<file path="src/logic/cache_pkg.sv">
`default_nettype none

package cache_pkg;

	// ==================================================
	// geometry
	// ==================================================
	parameter int WAYS        = 4;
	parameter int LINE_BYTES  = 16;
	parameter int SETS        = 64;		// default, top level may override
	parameter int OFFSET_BITS = 4;
	parameter int INDEX_BITS  = 6;
	parameter int TAG_BITS    = 22;

	typedef logic [31:0]               addr_t;
	typedef logic [TAG_BITS-1:0]       tag_t;
	typedef logic [INDEX_BITS-1:0]     index_t;
	typedef logic [LINE_BYTES*8-1:0]   line_data_t;
	typedef logic [LINE_BYTES-1:0]     byte_sel_t;
	typedef logic [7:0]                tid_t;
	typedef logic [WAYS-1:0]           way_mask_t;

	typedef enum logic {WR_STORE, WR_INVAL} wr_op_e;

	typedef enum logic [1:0] {RD_IDLE, RD_LOOK, RD_DECIDE, RD_WAIT} rd_state_e;

	// ==================================================
	// line and request types
	// ==================================================
	typedef struct packed {
		tag_t       tag;
		logic       modified;
		line_data_t dat;
	} cache_way_t;

	typedef struct packed {
		cache_way_t [WAYS-1:0] w;		// w[0] is the newest line
	} line_set_t;

	typedef struct packed {logic valid; addr_t adr; tid_t tid;} rd_req_t;
	typedef struct packed {logic ack; tid_t tid; line_data_t dat;} rd_resp_t;
	typedef struct packed {logic valid; addr_t adr; tid_t tid;} miss_req_t;
	typedef struct packed {logic valid; addr_t adr; line_data_t dat;} ld_req_t;

	typedef struct packed {
		logic       valid;
		wr_op_e     op;
		addr_t      adr;
		byte_sel_t  sel;
		line_data_t dat;
	} wr_req_t;

	function automatic index_t adr_index(addr_t adr);
		return adr[OFFSET_BITS +: INDEX_BITS];
	endfunction

	function automatic tag_t adr_tag(addr_t adr);
		return adr[31 -: TAG_BITS];
	endfunction

endpackage

`default_nettype wire

</file>
<file path="src/logic/tag_match.sv">
`timescale 1ns/1ps
`default_nettype none

module tag_match import cache_pkg::*; (
	input  wire logic      wclk,
	input  wire logic      rst1,
	input  wire logic      lookup,
	input  wire tag_t      tag,
	input  wire line_set_t ways,
	input  wire way_mask_t valid,
	output way_mask_t      hit,
	output line_data_t     hit_data
);

	way_mask_t match;

	always_comb begin
		for (int w = 0; w < WAYS; w++)
			match[w] = (ways.w[w].tag == tag) && valid[w];
	end

	always_ff @(posedge wclk) begin
		if (rst1)
			hit <= '0;
		else if (lookup)
			hit <= match;
		else
			hit <= '0;		// only one cycle valid
	end

	// data of the hit way, zero when nothing hit
	always_comb begin
		hit_data = '0;
		for (int w = 0; w < WAYS; w++) begin
			if (hit[w])
				hit_data = ways.w[w].dat;
		end
	end

	// a line is never resident twice in one set
	a_onehot: assert property (@(posedge wclk) disable iff (rst1) $onehot0(hit));

endmodule

`default_nettype wire

</file>
<file path="config.mk">
export PLATFORM = sky130hd
export DESIGN_NAME = tag_match
export DESIGN_NICKNAME = d
export VERILOG_FILES = /design/src/logic/cache_pkg.sv /design/src/logic/tag_match.sv
export SDC_FILE = /design/constraint.sdc
export NUM_CORES = 1
export LEC_CHECK = 0
export ABC_AREA = 1
export ABC_CLOCK_PERIOD_IN_PS = 2400
export BUFFER_PORTS_ARGS = -buffer_cell sky130_fd_sc_hd__buf_2
export CAP_MARGIN = 20
export CORE_AREA = 3 3 299 301
export CTS_CLUSTER_DIAMETER = 60
export DETAILED_ROUTE_END_ITERATION = 7
export DIE_AREA = 0 0 302 304
export SETUP_SLACK_MARGIN = 0.5
export SYNTH_ARGS = -nofsm -noshare
export SYNTH_HDL_FRONTEND = slang
export SYNTH_SLANG_ARGS = --single-unit
</file>
<file path="constraint.sdc">
create_clock -name wclk -period 2.4 [get_ports wclk]
set_clock_uncertainty 0.15 [all_clocks]
set_input_delay 0.24 -clock wclk [delete_from_list [all_inputs] [get_ports wclk]]
set_output_delay 0.24 -clock wclk [all_outputs]
set_load 0.1 [all_outputs]
</file>
-- Word-level counts from Yosys, hierarchy flattened
Index checks and enable logic that the tools add are counted.
- register bits after elaboration: 4
- input port bits: 633
- output and inout port bits: 132
- logic and storage cells: 15
- eq/ne operators: 4
- multiplexer cells: 4
- bitwise logic cells: 1
- reductions and logical operators: 5
- operators by type and width (kind ; number):
    $mux 128 ; 4
    $eq 22x22->1 ; 4
    $logic_and 1x1->1 ; 4
    $reduce_or 2->1 ; 1
    $not 1->1 ; 1

-- Depth between registers and ports, before layout
- depth after elaboration: 4
- mapped depth: 9
- mapped depth without buffers: 8

-- Least setup slack after synthesis
Ideal clock, no wire load.
- kind: register to output
- start: register hit[0]
- end: output port hit_data[67]
- arrival: 3.258 ns
- path slack: -1.248 ns
- stages on the path, launching flop included: 7
- buffers on the path: 2
- cells stage by stage: dfxtp_1 buf_2 clkbuf_1 nand2_1 o21ai_0 nand2_1 a21oi_1
- cells in the longest elaborated chain, start to end: 4
- ends and longest elaborated chain (item ; line ; RTL):
    start: declaration ; tag_match.sv:11 ; output way_mask_t hit,
    start signal: assignment ; tag_match.sv:26 ; hit <= match;
    $mux 128 (4 in a row) ; tag_match.sv:35 ; if (hit[w])
    end: declaration ; tag_match.sv:12 ; output line_data_t hit_data
No other way between the ends.

-- Worst setup path after layout
- start: register hit[0]
- end: output port hit_data[8]
The elaborated chain is that of the path after synthesis.

==> results.yml <==
grt:
  overflow: 0
  grt_pass1_wl_mm: 92.6
  first_global_vias: 12400
  grt_use_total: 0.143
  grt_max_degree: 66
  antenna_found_initial: 49
worst_hold_path:
  hp-class: "in2reg"
layout:
  drive_gt1_frac: 0.566
  fin_util: 0.201
  largest_reg_flops: 4
  biggestRegsByFlops: "hit: 4 flops"
  design_area_um2: 17400
  fillers: 9745
  finalNetCount: 2801
  area_delta_synth_final_pct: 192
  regMostFlops: "hit"
  stdcell_count: 3335
place:
  dpl.hpwl_mm: 55.8
  gp_congestion: 0.904
  placedCellCount: 3241
  numPortBuffers: 760
  pre_cts_ws_ns: 0.203
  postPlaceCellArea_um2: 14700
sta:
  worst_pin_slew_ns: 0.590
  post-route-min-period_ns: 2.17
  timing.setup.tns_ns: 0
  whs_ns: 0.223
  hold_violations: 0
  setup_slack_ns: 0.231
  maxSlewHeadroom: 0.606
  max_freq_mhz: 461
  rsz0062_at_grt: "yes"
  finalCritPeriodShare: 0.904
  setup_viol_count_final: 0
  slew_violations: 0
route:
  drt-initial-drc-count: 799
  wire_per_inst_um: 21.7
  via_per_inst: 3.81
  via_count: 12700
  route.detailed.drc: 0
  totalWireLength_mm: 72.2
  drtPass1Iterations: 5
  ant_nets: 0
critical_path:
  end_kind: "primary output"
  arrival_ns: 1.78
  required_ns: 2.01
  critPathLaunchType: "flop"
  worstSetupPathType: "reg2out"
  path_max_fanout: 19
floorplan:
  dieArea_um2: 91800
  rows: 108
  initial_core_util: 0.0686
  die_h_um: 304
  core_um2: 86900
  ioPinCount: 765
  die_w_um: 302
clock_network:
  clkSinkCount: 4
  cts_made_buffers: 3
  cts_tree: "yes"
  hold_buffers: 0
  cts.path.max_buffers: 2
  h-tree-depth: 1
  clock_tree.root_cell: "clkbuf_16"
  clkTransAtPathRegs_ns: 0.03
status:
  run_status: "completed"
power:
  total_power_mw: 1.15
  vdd_ir_drop_max_v: 0.000160
  leakagePower_nw: 7.48
  power_density_nw_per_um2: 65.7
yosys:
  ys_seq_area_frac: 0.0134
  synthTopCellsByArea: "nand2_1 (37%), a21oi_1 (21%), nor2_1 (11%)"
  synth_top_area_frac: 0.366
  syn_area_um2: 5960
  syn-num-nets: 2007
  syn-instance-count: 1374
  synth-seq-cells: 4
  yosysWarnings: 0
  syn_avg_cell_area_um2: 4.34
  synth.distinct_cells: 15
  synth_top_area_cell: "nand2_1"
run:
  drv_cap: 0
-- cell type report --
cell class | count | area [um^2] | area share
Sequential cell | 4 | 95.1 | 0.00545
Tap cell | 1155 | 1450 | 0.0829
Clock buffer | 3 | 75.1 | 0.00430
Timing Repair Buffer | 891 | 7900 | 0.453
Inverter | 84 | 358 | 0.0205
Antenna cell | 14 | 35.0 | 0.00201
Multi-Input combinational cell | 1184 | 7530 | 0.432
-- layout by cell type (no fill, tap or decap), drive strengths merged --
cell,netlist,layout
dfxtp,4,4
buf,35,882
nor2,175,175
nand3,7,7
nand2,581,581
a21oi,256,256
inv,84,83
clkbuf,67,12
xnor2,28,28
diode,0,14
o21ai,137,137
clkinv,0,1
-- critical path, cell delays in order (launching register included) --
cell     delay (ns)
dfxtp_4        0.38
buf_12         0.13
buf_16         0.16
nand2_1        0.12
o21ai_4        0.17
nand2_4        0.10
a21oi_4        0.24
buf_12         0.21
-- where the power goes --
part / leakage, nW / switching, mW / internal (mW)
registers: 0.0355 / 0.0000000802 / 0.0625
logic: 7.41 / 0.377 / 0.450
clock network: 0.0371 / 0.0449 / 0.213
-- synth_stat cells --
cell	instances
nand2_1	581
a21oi_1	256
nor2_1	175
o21ai_0	96
inv_1	84
clkbuf_1	67
o21ai_1	41
xnor2_1	28
buf_2	26
nand3_1	7
buf_6	4
dfxtp_1	4
buf_8	3
buf_1	1
buf_4	1
-- what timing repair did --
item	in CTS	in global routing
cloned	21	9
pin swaps	45	117
hold endpoints to repair	0	0
setup buffers	29	18
endpoints found under the setup margin	128	130
resized for setup	152	256
-- worst paths after layout --
| check | from | endpoint | depth (start not counted) |
|---|---|---|---|
| worst max-delay path | hit[0]$_SDFF_PP0_ | hit_data[8] | 7 |
| worst min-delay path | ways[588] | hit[3]$_SDFF_PP0_ | 6 |
-- cell families after synthesis --
kind of cell	count (synthesis)	share of synthesized area
xor+xnor	28	0.0411
simple gates	763	0.482
buf+inv	186	0.134
compound gates	393	0.330
flops	4	0.0134
-- per-layer routing --
layer,GRT usage,up-vias,routed length (um)
met5,0,-,66
met1,0.178,5895,29900
met4,0.0476,12,2860
met3,0.0308,131,5740
li1,-,5967,-
met2,0.241,711,33700
Note: power is estimated with default switching activity, not from simulation.
