[src/logic/cache_pkg.sv]
`default_nettype none

package cache_pkg;

	// ==================================================
	// geometry
	// ==================================================
	parameter int WAYS        = 4;
	parameter int LINE_BYTES  = 16;
	parameter int SETS        = 64;		// default, top level may override
	parameter int OFFSET_BITS = 4;
	parameter int INDEX_BITS  = 6;
	parameter int TAG_BITS    = 22;

	typedef logic [31:0]               addr_t;
	typedef logic [TAG_BITS-1:0]       tag_t;
	typedef logic [INDEX_BITS-1:0]     index_t;
	typedef logic [LINE_BYTES*8-1:0]   line_data_t;
	typedef logic [LINE_BYTES-1:0]     byte_sel_t;
	typedef logic [7:0]                tid_t;
	typedef logic [WAYS-1:0]           way_mask_t;

	typedef enum logic {WR_STORE, WR_INVAL} wr_op_e;

	typedef enum logic [1:0] {RD_IDLE, RD_LOOK, RD_DECIDE, RD_WAIT} rd_state_e;

	// ==================================================
	// line and request types
	// ==================================================
	typedef struct packed {
		tag_t       tag;
		logic       modified;
		line_data_t dat;
	} cache_way_t;

	typedef struct packed {
		cache_way_t [WAYS-1:0] w;		// w[0] is the newest line
	} line_set_t;

	typedef struct packed {logic valid; addr_t adr; tid_t tid;} rd_req_t;
	typedef struct packed {logic ack; tid_t tid; line_data_t dat;} rd_resp_t;
	typedef struct packed {logic valid; addr_t adr; tid_t tid;} miss_req_t;
	typedef struct packed {logic valid; addr_t adr; line_data_t dat;} ld_req_t;

	typedef struct packed {
		logic       valid;
		wr_op_e     op;
		addr_t      adr;
		byte_sel_t  sel;
		line_data_t dat;
	} wr_req_t;

	function automatic index_t adr_index(addr_t adr);
		return adr[OFFSET_BITS +: INDEX_BITS];
	endfunction

	function automatic tag_t adr_tag(addr_t adr);
		return adr[31 -: TAG_BITS];
	endfunction

endpackage

`default_nettype wire

[src/logic/line_update.sv]
`timescale 1ns/1ps
`default_nettype none

module line_update import cache_pkg::*; (
	input  wire logic      wclk,
	input  wire logic      rst1,
	input  wire ld_req_t   ld_req,
	input  wire wr_req_t   wr_req,
	output logic           wr_ready,
	output logic           wr_ack,
	output logic           ram_re,
	output index_t         ram_index,
	input  wire line_set_t ram_set,
	output tag_t           look_tag,
	output logic           lookup,
	input  wire way_mask_t hit,
	output logic           ram_we,
	output index_t         ram_windex,
	output line_set_t      ram_wdata,
	output logic           load_shift,
	output logic           set_way,
	output logic           clr_way,
	output way_mask_t      way_sel,
	output logic           load_done
);

	logic      ld_p1, ld_p2;		// load pipeline stages
	addr_t     ld_adr_q;
	line_data_t ld_dat_q;
	line_set_t ld_set_q;

	logic      wr_p1, wr_p2;		// write lookup, write update pending
	logic      wr_held;
	wr_req_t   wr_q;
	line_set_t wr_set_q;
	way_mask_t hit_hold;
	way_mask_t cur_hit;
	line_set_t merged;
	logic      wr_acc, upd_go;

	assign wr_ready = !(wr_p1 || wr_p2 || ld_p1 || ld_p2 || ld_req.valid);
	assign wr_acc   = wr_req.valid && wr_ready;
	assign upd_go   = wr_p2 && !ld_p2;		// a load write takes the port first
	assign cur_hit  = wr_held ? hit_hold : hit;

	// RAM read for a load or a newly accepted write
	assign ram_re    = ld_req.valid || wr_acc;
	assign ram_index = ld_req.valid ? adr_index(ld_req.adr) : adr_index(wr_req.adr);
	assign look_tag  = adr_tag(wr_q.adr);
	assign lookup    = wr_p1;

	// ==================================================
	// byte merge / invalidate
	// ==================================================
	always_comb begin
		merged = wr_set_q;
		for (int w = 0; w < WAYS; w++) begin
			if (cur_hit[w]) begin
				if (wr_q.op == WR_STORE) begin
					for (int b = 0; b < LINE_BYTES; b++)
						if (wr_q.sel[b])
							merged.w[w].dat[b*8 +: 8] = wr_q.dat[b*8 +: 8];
					merged.w[w].modified = 1'b1;
				end
				else
					merged.w[w].modified = 1'b0;	// line dropped
			end
		end
	end

	assign ram_we     = ld_p2 || (upd_go && |cur_hit);
	assign ram_windex = ld_p2 ? adr_index(ld_adr_q) : adr_index(wr_q.adr);
	assign ram_wdata  = ld_p2 ? ld_set_q : merged;
	assign load_shift = ld_p2;
	assign set_way    = upd_go && |cur_hit && (wr_q.op == WR_STORE);
	assign clr_way    = upd_go && |cur_hit && (wr_q.op == WR_INVAL);
	assign way_sel    = cur_hit;

	always_ff @(posedge wclk) begin
		if (rst1) begin
			ld_p1     <= 1'b0;
			ld_p2     <= 1'b0;
			load_done <= 1'b0;
			wr_p1     <= 1'b0;
			wr_p2     <= 1'b0;
			wr_held   <= 1'b0;
			wr_ack    <= 1'b0;
		end
		else begin
			ld_p1     <= ld_req.valid;
			ld_p2     <= ld_p1;
			load_done <= ld_p2;
			wr_p1     <= wr_acc;
			wr_ack    <= upd_go;		// write through, hit or not
			if (wr_p1)
				wr_p2 <= 1'b1;
			else if (upd_go)
				wr_p2 <= 1'b0;
			wr_held <= wr_p2 && ld_p2;
		end
	end

	// payload registers
	always_ff @(posedge wclk) begin
		if (ld_req.valid) begin
			ld_adr_q <= ld_req.adr;
			ld_dat_q <= ld_req.dat;
		end
		if (ld_p1) begin
			ld_set_q.w[0] <= '{tag: adr_tag(ld_adr_q), modified: 1'b0, dat: ld_dat_q};
			for (int w = 1; w < WAYS; w++)
				ld_set_q.w[w] <= ram_set.w[w-1];	// way 3 falls out
		end
		if (wr_acc)
			wr_q <= wr_req;
		if (wr_p1)
			wr_set_q <= ram_set;
		if (wr_p2 && !wr_held)
			hit_hold <= hit;
	end

	// the load source spaces its requests
	a_ld_spacing: assert property (@(posedge wclk) disable iff (rst1)
		ld_req.valid |=> !ld_req.valid [*3]);

endmodule

`default_nettype wire

[config.mk]
export PLATFORM = sky130hd
export DESIGN_NAME = line_update
export DESIGN_NICKNAME = d
export VERILOG_FILES = /design/src/logic/cache_pkg.sv /design/src/logic/line_update.sv
export SDC_FILE = /design/constraint.sdc
export NUM_CORES = 2
export LEC_CHECK = 0
export ABC_AREA = 1
export BUFFER_PORTS_ARGS = -buffer_cell sky130_fd_sc_hd__buf_2
export CORE_AREA = 2 2 620 622
export CTS_CLUSTER_SIZE = 10
export DETAILED_ROUTE_END_ITERATION = 10
export DIE_AREA = 0 0 622 624
export PLACE_DENSITY = 0.41
export SLEW_MARGIN = 20
export SYNTH_ARGS = -nofsm -noshare
export SYNTH_HDL_FRONTEND = slang
export SYNTH_SLANG_ARGS = --single-unit
[constraint.sdc]
create_clock -name wclk -period 32.9 [get_ports wclk]
set_input_delay 4.935 -clock wclk [delete_from_list [all_inputs] [get_ports wclk]]
set_output_delay 4.935 -clock wclk [all_outputs]
set_load 0.02 [all_outputs]
; ---- After elaboration in Yosys (flattened, before gate mapping)
; Index checks and enable logic that the tools add are counted.
[classes]
add_sub_neg = 0
mul = 0
div = 0
order_cmp = 0
n_eq_ne = 0
shift = 0
muxes = 79
bitwise_logic = 1
reduce_logical = 18
[ops]
columns = cell, count
row1 = $mux W604, 1
row2 = $mux W129, 4
row3 = $mux W128, 4
row4 = $mux W8, 64
row5 = $mux W6, 2
row6 = $logic_and A1 B1 Y1, 7
row7 = $logic_or A1 B1 Y1, 6
row8 = $mux W4, 1
row9 = $reduce_or A4 Y1, 1
row10 = $logic_not A1 Y1, 3
row11 = $mux W1, 3
row12 = $reduce_bool A2 Y1, 1
row13 = $not A1 Y1, 1
[word_totals]
ff_bits = 1555
latch_bits = 0
mem_bits_rw = 0
rom_bits = 0
inputBits = 949
out_inout_bits = 651
elab_cells = 135
mem_count = 0

; ---- Depth between registers and ports, before layout
[logic_depth]
depth_word = 7
mapped_depth = 8
depth_no_buf = 7

; ---- Worst setup path before layout
; OpenSTA, ideal clock, no wires.
[synth_path]
kind = register -> output
from = register wr_p1, in the netlist lookup
to = output port ram_re
arrival_time_ps = 16925
required_time_ps = 27965
path_slack_ps = 11040
stages_incl_launch_ff = 4
n_path_buf = 0
cell_sequence = dfxtp_1 -> nor3_1 -> nand2_1 -> nand2_1
[synth_via]
elab_chain_len = 7
[synth_rtl]
columns = item, line
row1 = from (decl), line_update.sv:32  ; logic wr_p1, wr_p2;
row2 = from (signal assigned), line_update.sv:93  ; wr_p1 <= wr_acc;
row3 = $logic_or A1 B1 Y1 (4 in series), line_update.sv:41  ; assign wr_ready = !(wr_p1 || wr_p2 || ld_p1 || ld_p2 || ld_req.valid);
row4 = $logic_not A1 Y1, line_update.sv:41
row5 = net wr_ready, line_update.sv:9  ; output logic wr_ready,
row6 = $logic_and A1 B1 Y1, line_update.sv:42  ; assign wr_acc = wr_req.valid && wr_ready;
row7 = $logic_or A1 B1 Y1, line_update.sv:47  ; assign ram_re = ld_req.valid || wr_acc;
row8 = to (decl), line_update.sv:11  ; output logic ram_re,
; The timed path passes the listed nets, and every way through them passes these cells.

==> reports/metrics.csv <==
metric,value,unit
share of the core filled with cells,0.217,
Clock Latency Late Sink,0.88,ns
Row Count,227,
leading area contributor after synthesis,edfxtp_1,
DRT met1 WL,149000,um
slew of the pin with the lowest slew margin,1.10,ns
slowest CP cell,nand2_4,
Max VDD drop,0.0444,mV
leak pwr,34.9,nW
max-cap check violation count,0,
largest net degree at the start of global routing,168,
post_cts resized,0,
post-CTS setup buffer count,0,
PnR Total Power,4.84,mW
CP Buf/Inv Count,4,
placed cell area,0.0765,mm^2
H-tree levels,4,
Final Cycle Share,0.389,
CP Cell Sequence,"buf_2, nand2_1, nand2_4, buf_4, buf_4, nand2_2, nand2_1, nand3_1, nand2_1, buf_2",
Routed Antenna Nets,0,
Final Skew,0.0442,ns
PD cells,58.5,mW/mm^2
chip width,622,um
Finished Cell Area,0.0827,mm^2
#FFs+latches synth,1547,
Die Height,624,um
Clock Tree Buf Depth,4,
"most common cell after layout, fill and taps aside",nand2_1,
Hold Crit Start,ld_dat_q[49],
r2r worst-path depth,5,
syn_area_per_cell,11.5,um^2
crit end category,output pin,
DP Worst Slack,20.01,ns
crit path max fanout,55,
Hold WS,0.391,ns
# DRC,0,
"delay-heaviest family, CP",simple AND/OR/NAND/NOR gates,
port bufs,1591,
setup slack after layout,20.11,ns
DP HPWL,277000,um
core area,0.381,mm^2
hold path cells,0,
CP Class,in -> out,
RSZ-0062 raised after global routing,false,
first-pass GRT wire length,459000,um
GRT Util Overall,0.175,
gr ovfl total,0,
Met2 Routed Length,163000,um
initial antenna violation count,319,
DIE AREA,0.388,mm^2
r2r startpoint,lookup,
area delta synth->final,31.1,%
Synth top area share,0.733,
Final setup viols,0,
routed length per placed instance,28.7,um
DR vias/cell,4.00,
io pins,1600,
final WL,354000,um
hold endpoint,ld_set_q[49],
most frequent cells in the layout,"nand2_1 (1889), buf_2 (1590), edfxtp_1 (1540)",
fmax,78.2,MHz
post-layout minimum cycle time,12.79,ns
FILL cells,41800,
DRT Pass-1 Iters,6,
Slew HR,0.268,
most frequent CP cell,nand2_1,
Root Driver,clkbuf_16,
GPL Wtd Cong,0.935,
final setup TNS,0,ns
post-placement cell count,11900,
Synth area leaders,"edfxtp_1 (73%), nand2_1 (11%), nand3_1 (8.2%), inv_1 (3.9%), buf_2 (1.1%)",
flop-to-flop setup slack,28.05,ns
reg-to-reg endpoint,merged[583],
via count,49300,
CTS clock-pin slew for the worst setup and hold paths,0.06,ns
Clock Sinks,1547,
Initial Util,0.166,
Post-Synthesis Cell Area,0.0631,mm^2
vias in the first global route,47700,
worst path arrival time,7.85,ns
Finished Layout Cells,12300,
synth warn,0,
syn nets,6419,
status,completed,
CTS tree,done,
Post-CTS Hold Fix Bufs,0,
Layout Nets,8008,
Hold Crit Class,reg -> reg,
critical path launch point type,input port,
"Seq/Total Area, Yosys",0.735,
"Hold Vio Cnt, Final",0,
initial DRC count,4681,
Met3 Wirelength,29200,um
worst endpoint required time,27.96,ns
Max stage delay on crit path,0.66,ns
synth unique cells,22,
max-slew violation count,0,
uppermost layer routed,met5,
Post-Synthesis Cells,5470,
share of cells above drive strength 1,0.273,
total CTS buffers,198,
## report_power, final
part           leakage (nW)  internal [mW]  switching (mW)
registers              14.4           2.27          0.0284
logic                  17.7          0.115           0.353
clock network          2.86           1.18           0.899
## cell usage after synthesis, drive strengths merged
cell type,number
nand2,1921
nor3,2
nand3,1028
clkbuf,65
a21oi,2
inv,663
buf,207
clkinv,1
o21ai,1
dfxtp,7
a31oi,3
edfxtp,1540
nor2,30
## per-layer routing
layer  vias to the layer above  global-route usage
met5                         -                   0
met2                      2466               0.282
met4                        58              0.0544
met3                       756              0.0496
met1                     24500               0.225
li1                      21600                   -
## cell families after synthesis
family,Yosys count,synth area share
AOI/OAI and AO/OA,6,0.000535
buffers and inverters,936,0.0634
and+or+nand+nor,2981,0.201
DFF,1547,0.735
## state kept, by name (all words and copies together), names as in the netlist
signal / flops
hit_hold: 4
ld_adr_q: 28
ld_dat_q: 128
ld_p1: 1
ld_set_q: 603
load_done: 1
load_shift: 1
look_tag: 22
lookup: 1
merged: 88
wr_ack: 1
wr_held: 1
wr_p2: 1
wr_q: 151
wr_set_q: 516
## final cells by class
cell class	instances	area, um^2	share of cell area
diodes	112	280	0.00339
clock inverters	62	667	0.00806
clock buffers	252	5220	0.0631
repair buffers	1661	8580	0.104
flip-flops and latches	1547	46400	0.561
well taps	5038	6300	0.0762
inverters	664	2510	0.0303
multi-input cells	2987	12800	0.154
## worst max-delay path by stage
stage               depth (start not counted)   start  slack (ns)             to
floorplan                                   3  lookup       11.04         ram_re
global placement                           10  hit[0]       20.03  ram_wdata[99]
detailed placement                         10  hit[0]       20.01  ram_wdata[99]
CTS                                        10  hit[0]       20.00  ram_wdata[99]
global route                               10  hit[0]       19.93  ram_wdata[82]
finish                                     10  hit[0]       20.11  ram_wdata[99]
Note: power is estimated with default switching activity, not from simulation.
