`config.mk`:
```
export PLATFORM = sky130hd
export DESIGN_NAME = read_port
export DESIGN_NICKNAME = d
export VERILOG_FILES = /design/src/logic/cache_pkg.sv /design/src/logic/read_port.sv
export SDC_FILE = /design/constraint.sdc
export NUM_CORES = 1
export LEC_CHECK = 0
export BUFFER_PORTS_ARGS = -buffer_cell sky130_fd_sc_hd__buf_2
export CAP_MARGIN = 20
export CELL_PAD_IN_SITES_DETAIL_PLACEMENT = 1
export CELL_PAD_IN_SITES_GLOBAL_PLACEMENT = 1
export CORE_AREA = 2 2 150 152
export DETAILED_ROUTE_END_ITERATION = 12
export DIE_AREA = 0 0 152 154
export GPL_TIMING_DRIVEN = 0
export MAX_ROUTING_LAYER = met4
export PLACE_DENSITY = 0.69
export RECOVER_POWER = 25
export SYNTH_ARGS = -nofsm -noshare
export SYNTH_HDL_FRONTEND = slang
export SYNTH_SLANG_ARGS = --single-unit
export TNS_END_PERCENT = 30
```
`constraint.sdc`:
```
create_clock -name wclk -period 6.2 [get_ports wclk]
set_clock_uncertainty 0.2 [all_clocks]
set_input_delay 0.31 -clock wclk [delete_from_list [all_inputs] [get_ports wclk]]
set_output_delay 0.31 -clock wclk [all_outputs]
set_load 0.05 [all_outputs]
```
`src/logic/cache_pkg.sv`:
```
`default_nettype none

package cache_pkg;

	// ==================================================
	// geometry
	// ==================================================
	parameter int WAYS        = 4;
	parameter int LINE_BYTES  = 16;
	parameter int SETS        = 64;		// default, top level may override
	parameter int OFFSET_BITS = 4;
	parameter int INDEX_BITS  = 6;
	parameter int TAG_BITS    = 22;

	typedef logic [31:0]               addr_t;
	typedef logic [TAG_BITS-1:0]       tag_t;
	typedef logic [INDEX_BITS-1:0]     index_t;
	typedef logic [LINE_BYTES*8-1:0]   line_data_t;
	typedef logic [LINE_BYTES-1:0]     byte_sel_t;
	typedef logic [7:0]                tid_t;
	typedef logic [WAYS-1:0]           way_mask_t;

	typedef enum logic {WR_STORE, WR_INVAL} wr_op_e;

	typedef enum logic [1:0] {RD_IDLE, RD_LOOK, RD_DECIDE, RD_WAIT} rd_state_e;

	// ==================================================
	// line and request types
	// ==================================================
	typedef struct packed {
		tag_t       tag;
		logic       modified;
		line_data_t dat;
	} cache_way_t;

	typedef struct packed {
		cache_way_t [WAYS-1:0] w;		// w[0] is the newest line
	} line_set_t;

	typedef struct packed {logic valid; addr_t adr; tid_t tid;} rd_req_t;
	typedef struct packed {logic ack; tid_t tid; line_data_t dat;} rd_resp_t;
	typedef struct packed {logic valid; addr_t adr; tid_t tid;} miss_req_t;
	typedef struct packed {logic valid; addr_t adr; line_data_t dat;} ld_req_t;

	typedef struct packed {
		logic       valid;
		wr_op_e     op;
		addr_t      adr;
		byte_sel_t  sel;
		line_data_t dat;
	} wr_req_t;

	function automatic index_t adr_index(addr_t adr);
		return adr[OFFSET_BITS +: INDEX_BITS];
	endfunction

	function automatic tag_t adr_tag(addr_t adr);
		return adr[31 -: TAG_BITS];
	endfunction

endpackage

`default_nettype wire

```
`src/logic/read_port.sv`:
```
`timescale 1ns/1ps
`default_nettype none

module read_port import cache_pkg::*; (
	input  wire logic       wclk,
	input  wire logic       rst1,
	input  wire rd_req_t    rd_req,
	output logic            rd_ready,
	output logic            ram_re,
	output index_t          ram_index,
	output tag_t            look_tag,
	output logic            lookup,
	input  wire way_mask_t  hit,
	input  wire line_data_t hit_data,
	input  wire logic       load_done,
	output rd_resp_t        rd_resp,
	output miss_req_t       miss
);

	rd_state_e  state;
	addr_t      adr_q;
	tid_t       tid_q;
	logic       look_ph;		// second cycle of a lookup
	logic       hit_q;
	line_data_t dat_q;
	logic       missed;			// miss already reported for this request

	assign rd_ready  = (state == RD_IDLE);
	assign ram_re    = (state == RD_IDLE) ? rd_req.valid : (state == RD_WAIT) && load_done;
	assign ram_index = (state == RD_IDLE) ? adr_index(rd_req.adr) : adr_index(adr_q);
	assign look_tag  = adr_tag(adr_q);
	assign lookup    = (state == RD_LOOK) && !look_ph;

	always_ff @(posedge wclk) begin
		if (rst1) begin
			state         <= RD_IDLE;
			look_ph       <= 1'b0;
			hit_q         <= 1'b0;
			missed        <= 1'b0;
			rd_resp.ack   <= 1'b0;
			miss.valid    <= 1'b0;
		end
		else begin
			miss.valid <= 1'b0;
			case (state)
			RD_IDLE:
				if (rd_req.valid) begin
					state  <= RD_LOOK;
					missed <= 1'b0;
				end
			RD_LOOK:
				if (look_ph) begin
					look_ph <= 1'b0;
					hit_q   <= |hit;
					state   <= RD_DECIDE;
				end
				else
					look_ph <= 1'b1;
			RD_DECIDE:
				if (rd_resp.ack) begin
					rd_resp.ack <= 1'b0;	// one cycle pulse
					state       <= RD_IDLE;
				end
				else if (hit_q)
					rd_resp.ack <= 1'b1;
				else begin
					miss.valid <= !missed;
					missed     <= 1'b1;
					state      <= RD_WAIT;
				end
			RD_WAIT:
				if (load_done)
					state <= RD_LOOK;	// retry with the fresh set
			default:
				state <= RD_IDLE;
			endcase
		end
	end

	// ==================================================
	// payload
	// ==================================================
	always_ff @(posedge wclk) begin
		if (state == RD_IDLE && rd_req.valid) begin
			adr_q <= rd_req.adr;
			tid_q <= rd_req.tid;
		end
		if (state == RD_LOOK && look_ph)
			dat_q <= hit_data;
	end

	assign rd_resp.tid = tid_q;
	assign rd_resp.dat = dat_q;
	assign miss.adr    = adr_q;
	assign miss.tid    = tid_q;

	a_no_idle_ack: assert property (@(posedge wclk) disable iff (rst1)
		rd_resp.ack |-> state != RD_IDLE);

endmodule

`default_nettype wire

```
# ---- After elaboration in Yosys (flattened, before gate mapping)
# Index checks and enable logic that the tools add are counted.
dict set report classes {
  n_eq_ne 9
  n_mux 15
  bitwise_logic 1
  n_reduce_logical 13
}
# cell count
set op_table {}
lappend op_table {{2-to-1 mux 2 bit} 5}
lappend op_table {{inequality test 2 bit (second input constant)} 5}
lappend op_table {{case mux 2 bit (4 select lines)} 1}
lappend op_table {{AND reduction 4 bit} 2}
lappend op_table {{OR reduction 4 bit} 2}
lappend op_table {{2-to-1 mux 1 bit} 7}
lappend op_table {{2-to-1 mux 6 bit} 1}
lappend op_table {{== test 2 bit (second input constant)} 2}
lappend op_table {{logical AND 1 bit} 4}
lappend op_table {{inequality test 3 bit (second input constant)} 1}
lappend op_table {{== test 2 x 1 -> 1 bit (second input constant)} 1}
lappend op_table {{zero test 1 bit} 2}
lappend op_table {{zero test 2 bit} 1}
lappend op_table {{case mux 1 bit (2 select lines)} 1}
lappend op_table {{AND reduction 2 bit} 1}
lappend op_table {{nonzero test 2 bit} 1}
lappend op_table {{inverter 1 bit} 1}
dict set report word_totals {
  ff_bits 175
  input_bits 176
  output_inout_bits 209
}

# ---- Logic depth before layout (Yosys ltp)
dict set report depth {
  word_depth 3
  depth_mapped 6
}

# ---- Worst setup path after synthesis
# No wires, ideal clock.
dict set report synth_timing {
  kind {reg-to-reg}
  start {register state[1]}
  end {register dat_q[0], enable pin}
  setup_time_ps 505
  t_arrival_ps 3646
  setup_slack_ps 1849
  stages_incl_launch_ff 4
  n_path_buf 0
  period_less_slack_ps 4351
  path_cell_list {dfxtp_1 -> inv_1 -> ha_1 -> and2_1}
}
dict set report synth_via {
  elab_chain_len 2
}
# element line
set synth_rtl {}
lappend synth_rtl {{start: declaration} read_port.sv:20} ;# rd_state_e state;
lappend synth_rtl {{start signal: assignment} read_port.sv:36} ;# state <= RD_IDLE;
lappend synth_rtl {{start signal: assignment} read_port.sv:48} ;# state <= RD_LOOK;
lappend synth_rtl {{start signal: assignment} read_port.sv:55} ;# state <= RD_DECIDE;
lappend synth_rtl {{== test 2 x 1 -> 1 bit} read_port.sv:88} ;# if (state == RD_LOOK && look_ph)
lappend synth_rtl {{logical AND 1 bit} read_port.sv:88}
lappend synth_rtl {{end signal: assignment} read_port.sv:89} ;# dat_q <= hit_data;
lappend synth_rtl {{end: declaration} read_port.sv:25} ;# line_data_t dat_q;
# No other way between the ends.
# A chain may end at the register's enable or synchronous reset.

# ---- Worst setup path after layout
dict set report layout_timing {
  start {register state[1]}
  end {register dat_q[95], enable pin}
}
# The elaborated chain is that of the path after synthesis.

==> results.sh <==
export IMPL_synthesis_instances=253
export IMPL_overflow=0
export IMPL_wl_mm=20.7
export IMPL_slew_violations=0
export IMPL_final_common_cell="buf_2"
export IMPL_syn_area_sq_mm=0.00579
export IMPL_fin_crit_ns=2.41
export IMPL_ys_flop_type="edfxtp_1"
export IMPL_max_freq_mhz=414
export IMPL_power_density_mw_per_mm2=379
export IMPL_crit_path_start_kind="flip-flop"
export IMPL_cts_made_buffers=17
export IMPL_holdWs_ns=0.0673
export IMPL_end_kind="flip-flop"
export IMPL_route_vias_total=4581
export IMPL_clock_latency_ns=0.42
export IMPL_io_buffers=384
export IMPL_fill_cells=2270
export IMPL_crit_chain="inv_1, ha_1, and2_4, buf_16"
export IMPL_final_nets=1009
export IMPL_cp_required_ns=6.08
export IMPL_slowest_delay_ns=0.70
export IMPL_seq_area_frac_synth_pct=89.6
export IMPL_finalSetupViolations=0
export IMPL_grt_usage_pct=17.9
export IMPL_rsz0062_at_grt="false"
export IMPL_grt_pass1_wl_mm=30.4
export IMPL_dieArea_sq_mm=0.0234
export IMPL_area_delta_synth_final_pct=79.2
export IMPL_finalCritPeriodShare_pct=38.9
export IMPL_place_congestion=0.788
export IMPL_cts_root_buf="clkbuf_16"
export IMPL_outcome="finished, final reports clean"
export IMPL_die_x_microns=152
export IMPL_tns_ns=0
export IMPL_cts_path_max_buffers=2
export IMPL_arrival_ns=2.29
export IMPL_syn_num_nets=435
export IMPL_post_cts_buffers=0
export IMPL_maxSlewHeadroom_pct=44.6
export IMPL_cts_max_level=4
export IMPL_finalHoldViolations=0
export IMPL_critPathMaxFanout=72
export IMPL_die_height_microns=154
export IMPL_wire_per_inst_microns=18.4
export IMPL_ant_nets=0
export IMPL_tritoncts="yes"
export IMPL_clkSinkCount=175
export IMPL_drive_above_1_share_pct=53.6
export IMPL_grt_max_degree=73
export IMPL_row_count=54
export IMPL_clk_pin_slew_ns=0.07
export IMPL_r2r_slack_ns=3.79
export IMPL_synthDistinctLibCells=27
export IMPL_ir_worst_vdd_mv=0.226
export IMPL_grt_pass1_vias=5102
export IMPL_placed_cell_area_sq_mm=0.00811
export IMPL_synth_edf_count=168
export IMPL_ys_ff_latch=175
export IMPL_timing_worst_setup_path_type="flip-flop to flip-flop"
export IMPL_drc=0
export IMPL_max_cap_violations=0
export IMPL_drtPass1Iterations=4
export IMPL_worst_slew_pin_slew_ns=0.832
export IMPL_antenna_found_initial=4
export IMPL_io_pins=385
export IMPL_initial_utilization_pct=26.7
export IMPL_via_per_inst=4.07
export IMPL_cp_slowest_cell="and2_4"
export IMPL_dp_final_hpwl_mm=13.6
export IMPL_syn_area_per_cell_sq_um=22.9
export IMPL_core_sq_mm=0.0217
export IMPL_async_reset_ff_share_pct=0
export IMPL_min_path_type="input port to flip-flop"
export IMPL_final_cell_mix="buf_2 (373), dlygate4sd3_1 (169), edfxtp_1 (168)"
export IMPL_p_leak_nw=4.39
export IMPL_p_total_mw=3.93
export IMPL_dr_first_iter_drc_count=266
export IMPL_design_area_sq_mm=0.0104
export IMPL_yosysWarnings=0
-- state kept, by name (all words and copies together), names as in the netlist --
| name | flops |
|---|---|
| adr_q | 32 |
| dat_q | 128 |
| rd_resp | 1 |
| missed | 1 |
| tid_q | 8 |
| state | 2 |
| hit_q | 1 |
| look_ph | 1 |
| miss | 1 |
-- metrics by stage --
step / util [%] / setup slack [ns] / cells
floorplan: - / 1.85 / 253
global placement: 37.2 / 0.372 / 917
detailed placement: 37.4 / 3.74 / 919
CTS: 47.8 / 3.73 / 1120
global route: 47.8 / 3.59 / 1124
finish: 47.8 / 3.79 / 1125
-- final cells by class --
| type | count | area [sq um] | share of cell area [%] |
|---|---|---|---|
| plain buffers | 31 | 236 | 2.28 |
| clock buffers | 17 | 425 | 4.10 |
| inverters | 5 | 18.8 | 0.181 |
| repair buffers | 555 | 3650 | 35.2 |
| clock inverters | 15 | 143 | 1.38 |
| multi-input cells | 42 | 349 | 3.37 |
| diodes | 5 | 12.5 | 0.121 |
| well taps | 280 | 350 | 3.38 |
| flip-flops and latches | 175 | 5180 | 50.0 |
-- logic make-up after synthesis --
logic type,Yosys count,synth area share (%)
xor gates and xnor gates,1,0.151
muxes,9,1.77
adders and majority gates,6,1.30
buffers and inverters,36,4.41
AOI/OAI and AO/OA,6,0.692
and+or+nand+nor,20,2.05
DFF,175,89.6
-- cell usage after synthesis (all sizes together) (2+ instances only) --
| master | n | area share [%] |
|---|---|---|
| mux2i | 2 | 0.35 |
| buf | 31 | 4.1 |
| and2 | 2 | 0.22 |
| nor2 | 2 | 0.13 |
| dfxtp | 7 | 2.4 |
| mux2 | 7 | 1.4 |
| nand2b | 3 | 0.32 |
| inv | 5 | 0.32 |
| edfxtp | 168 | 87 |
| nand2 | 5 | 0.32 |
| nor2b | 2 | 0.22 |
| ha | 6 | 1.3 |
-- power by group --
| part | total (mW) | switching, mW | internal (mW) |
|---|---|---|---|
| clock network | 1.04 | 0.503 | 0.535 |
| logic | 1.32 | 0.968 | 0.353 |
| registers | 1.57 | 0.0619 | 1.50 |
-- what timing repair did --
action	in CTS	in global routing
endpoints found under the hold margin	173	0
gates resized for setup	0	0
hold buffers	169	0
-- metal layers --
layer | vias to the layer above | global-route usage, % | wire length (microns)
met2 | 191 | 33.2 | 11800
met3 | 31 | 3.55 | 890
li1 | 2093 | - | -
met1 | 2266 | 18.9 | 7560
met5 | - | - | 0
met4 | 0 | 6.19 | 444
-- path summary, 6_finish.rpt --
path / start / to / cells past startpoint
setup / recovery: state[1]$_SDFFE_PP0P_ / dat_q[95]$_DFFE_PP_ / 4
hold / removal: hit[2] / hit_q$_SDFFE_PP0P_ / 3
setup reg to reg: state[1]$_SDFFE_PP0P_ / dat_q[95]$_DFFE_PP_ / 4
hold reg to reg: missed$_SDFFE_PP0P_ / miss[40]$_SDFF_PP0_ / 1
-- critical path: cells and delay by family, from the launching register on --
kind                     cells  cell delay [ns]
flip-flops                   1             0.35
AND/OR/NAND/NOR              1             0.70
adder cells (fa/ha/maj)      1             0.24
buffers and inverters        2             0.48
(Power assumes the default switching activity.)
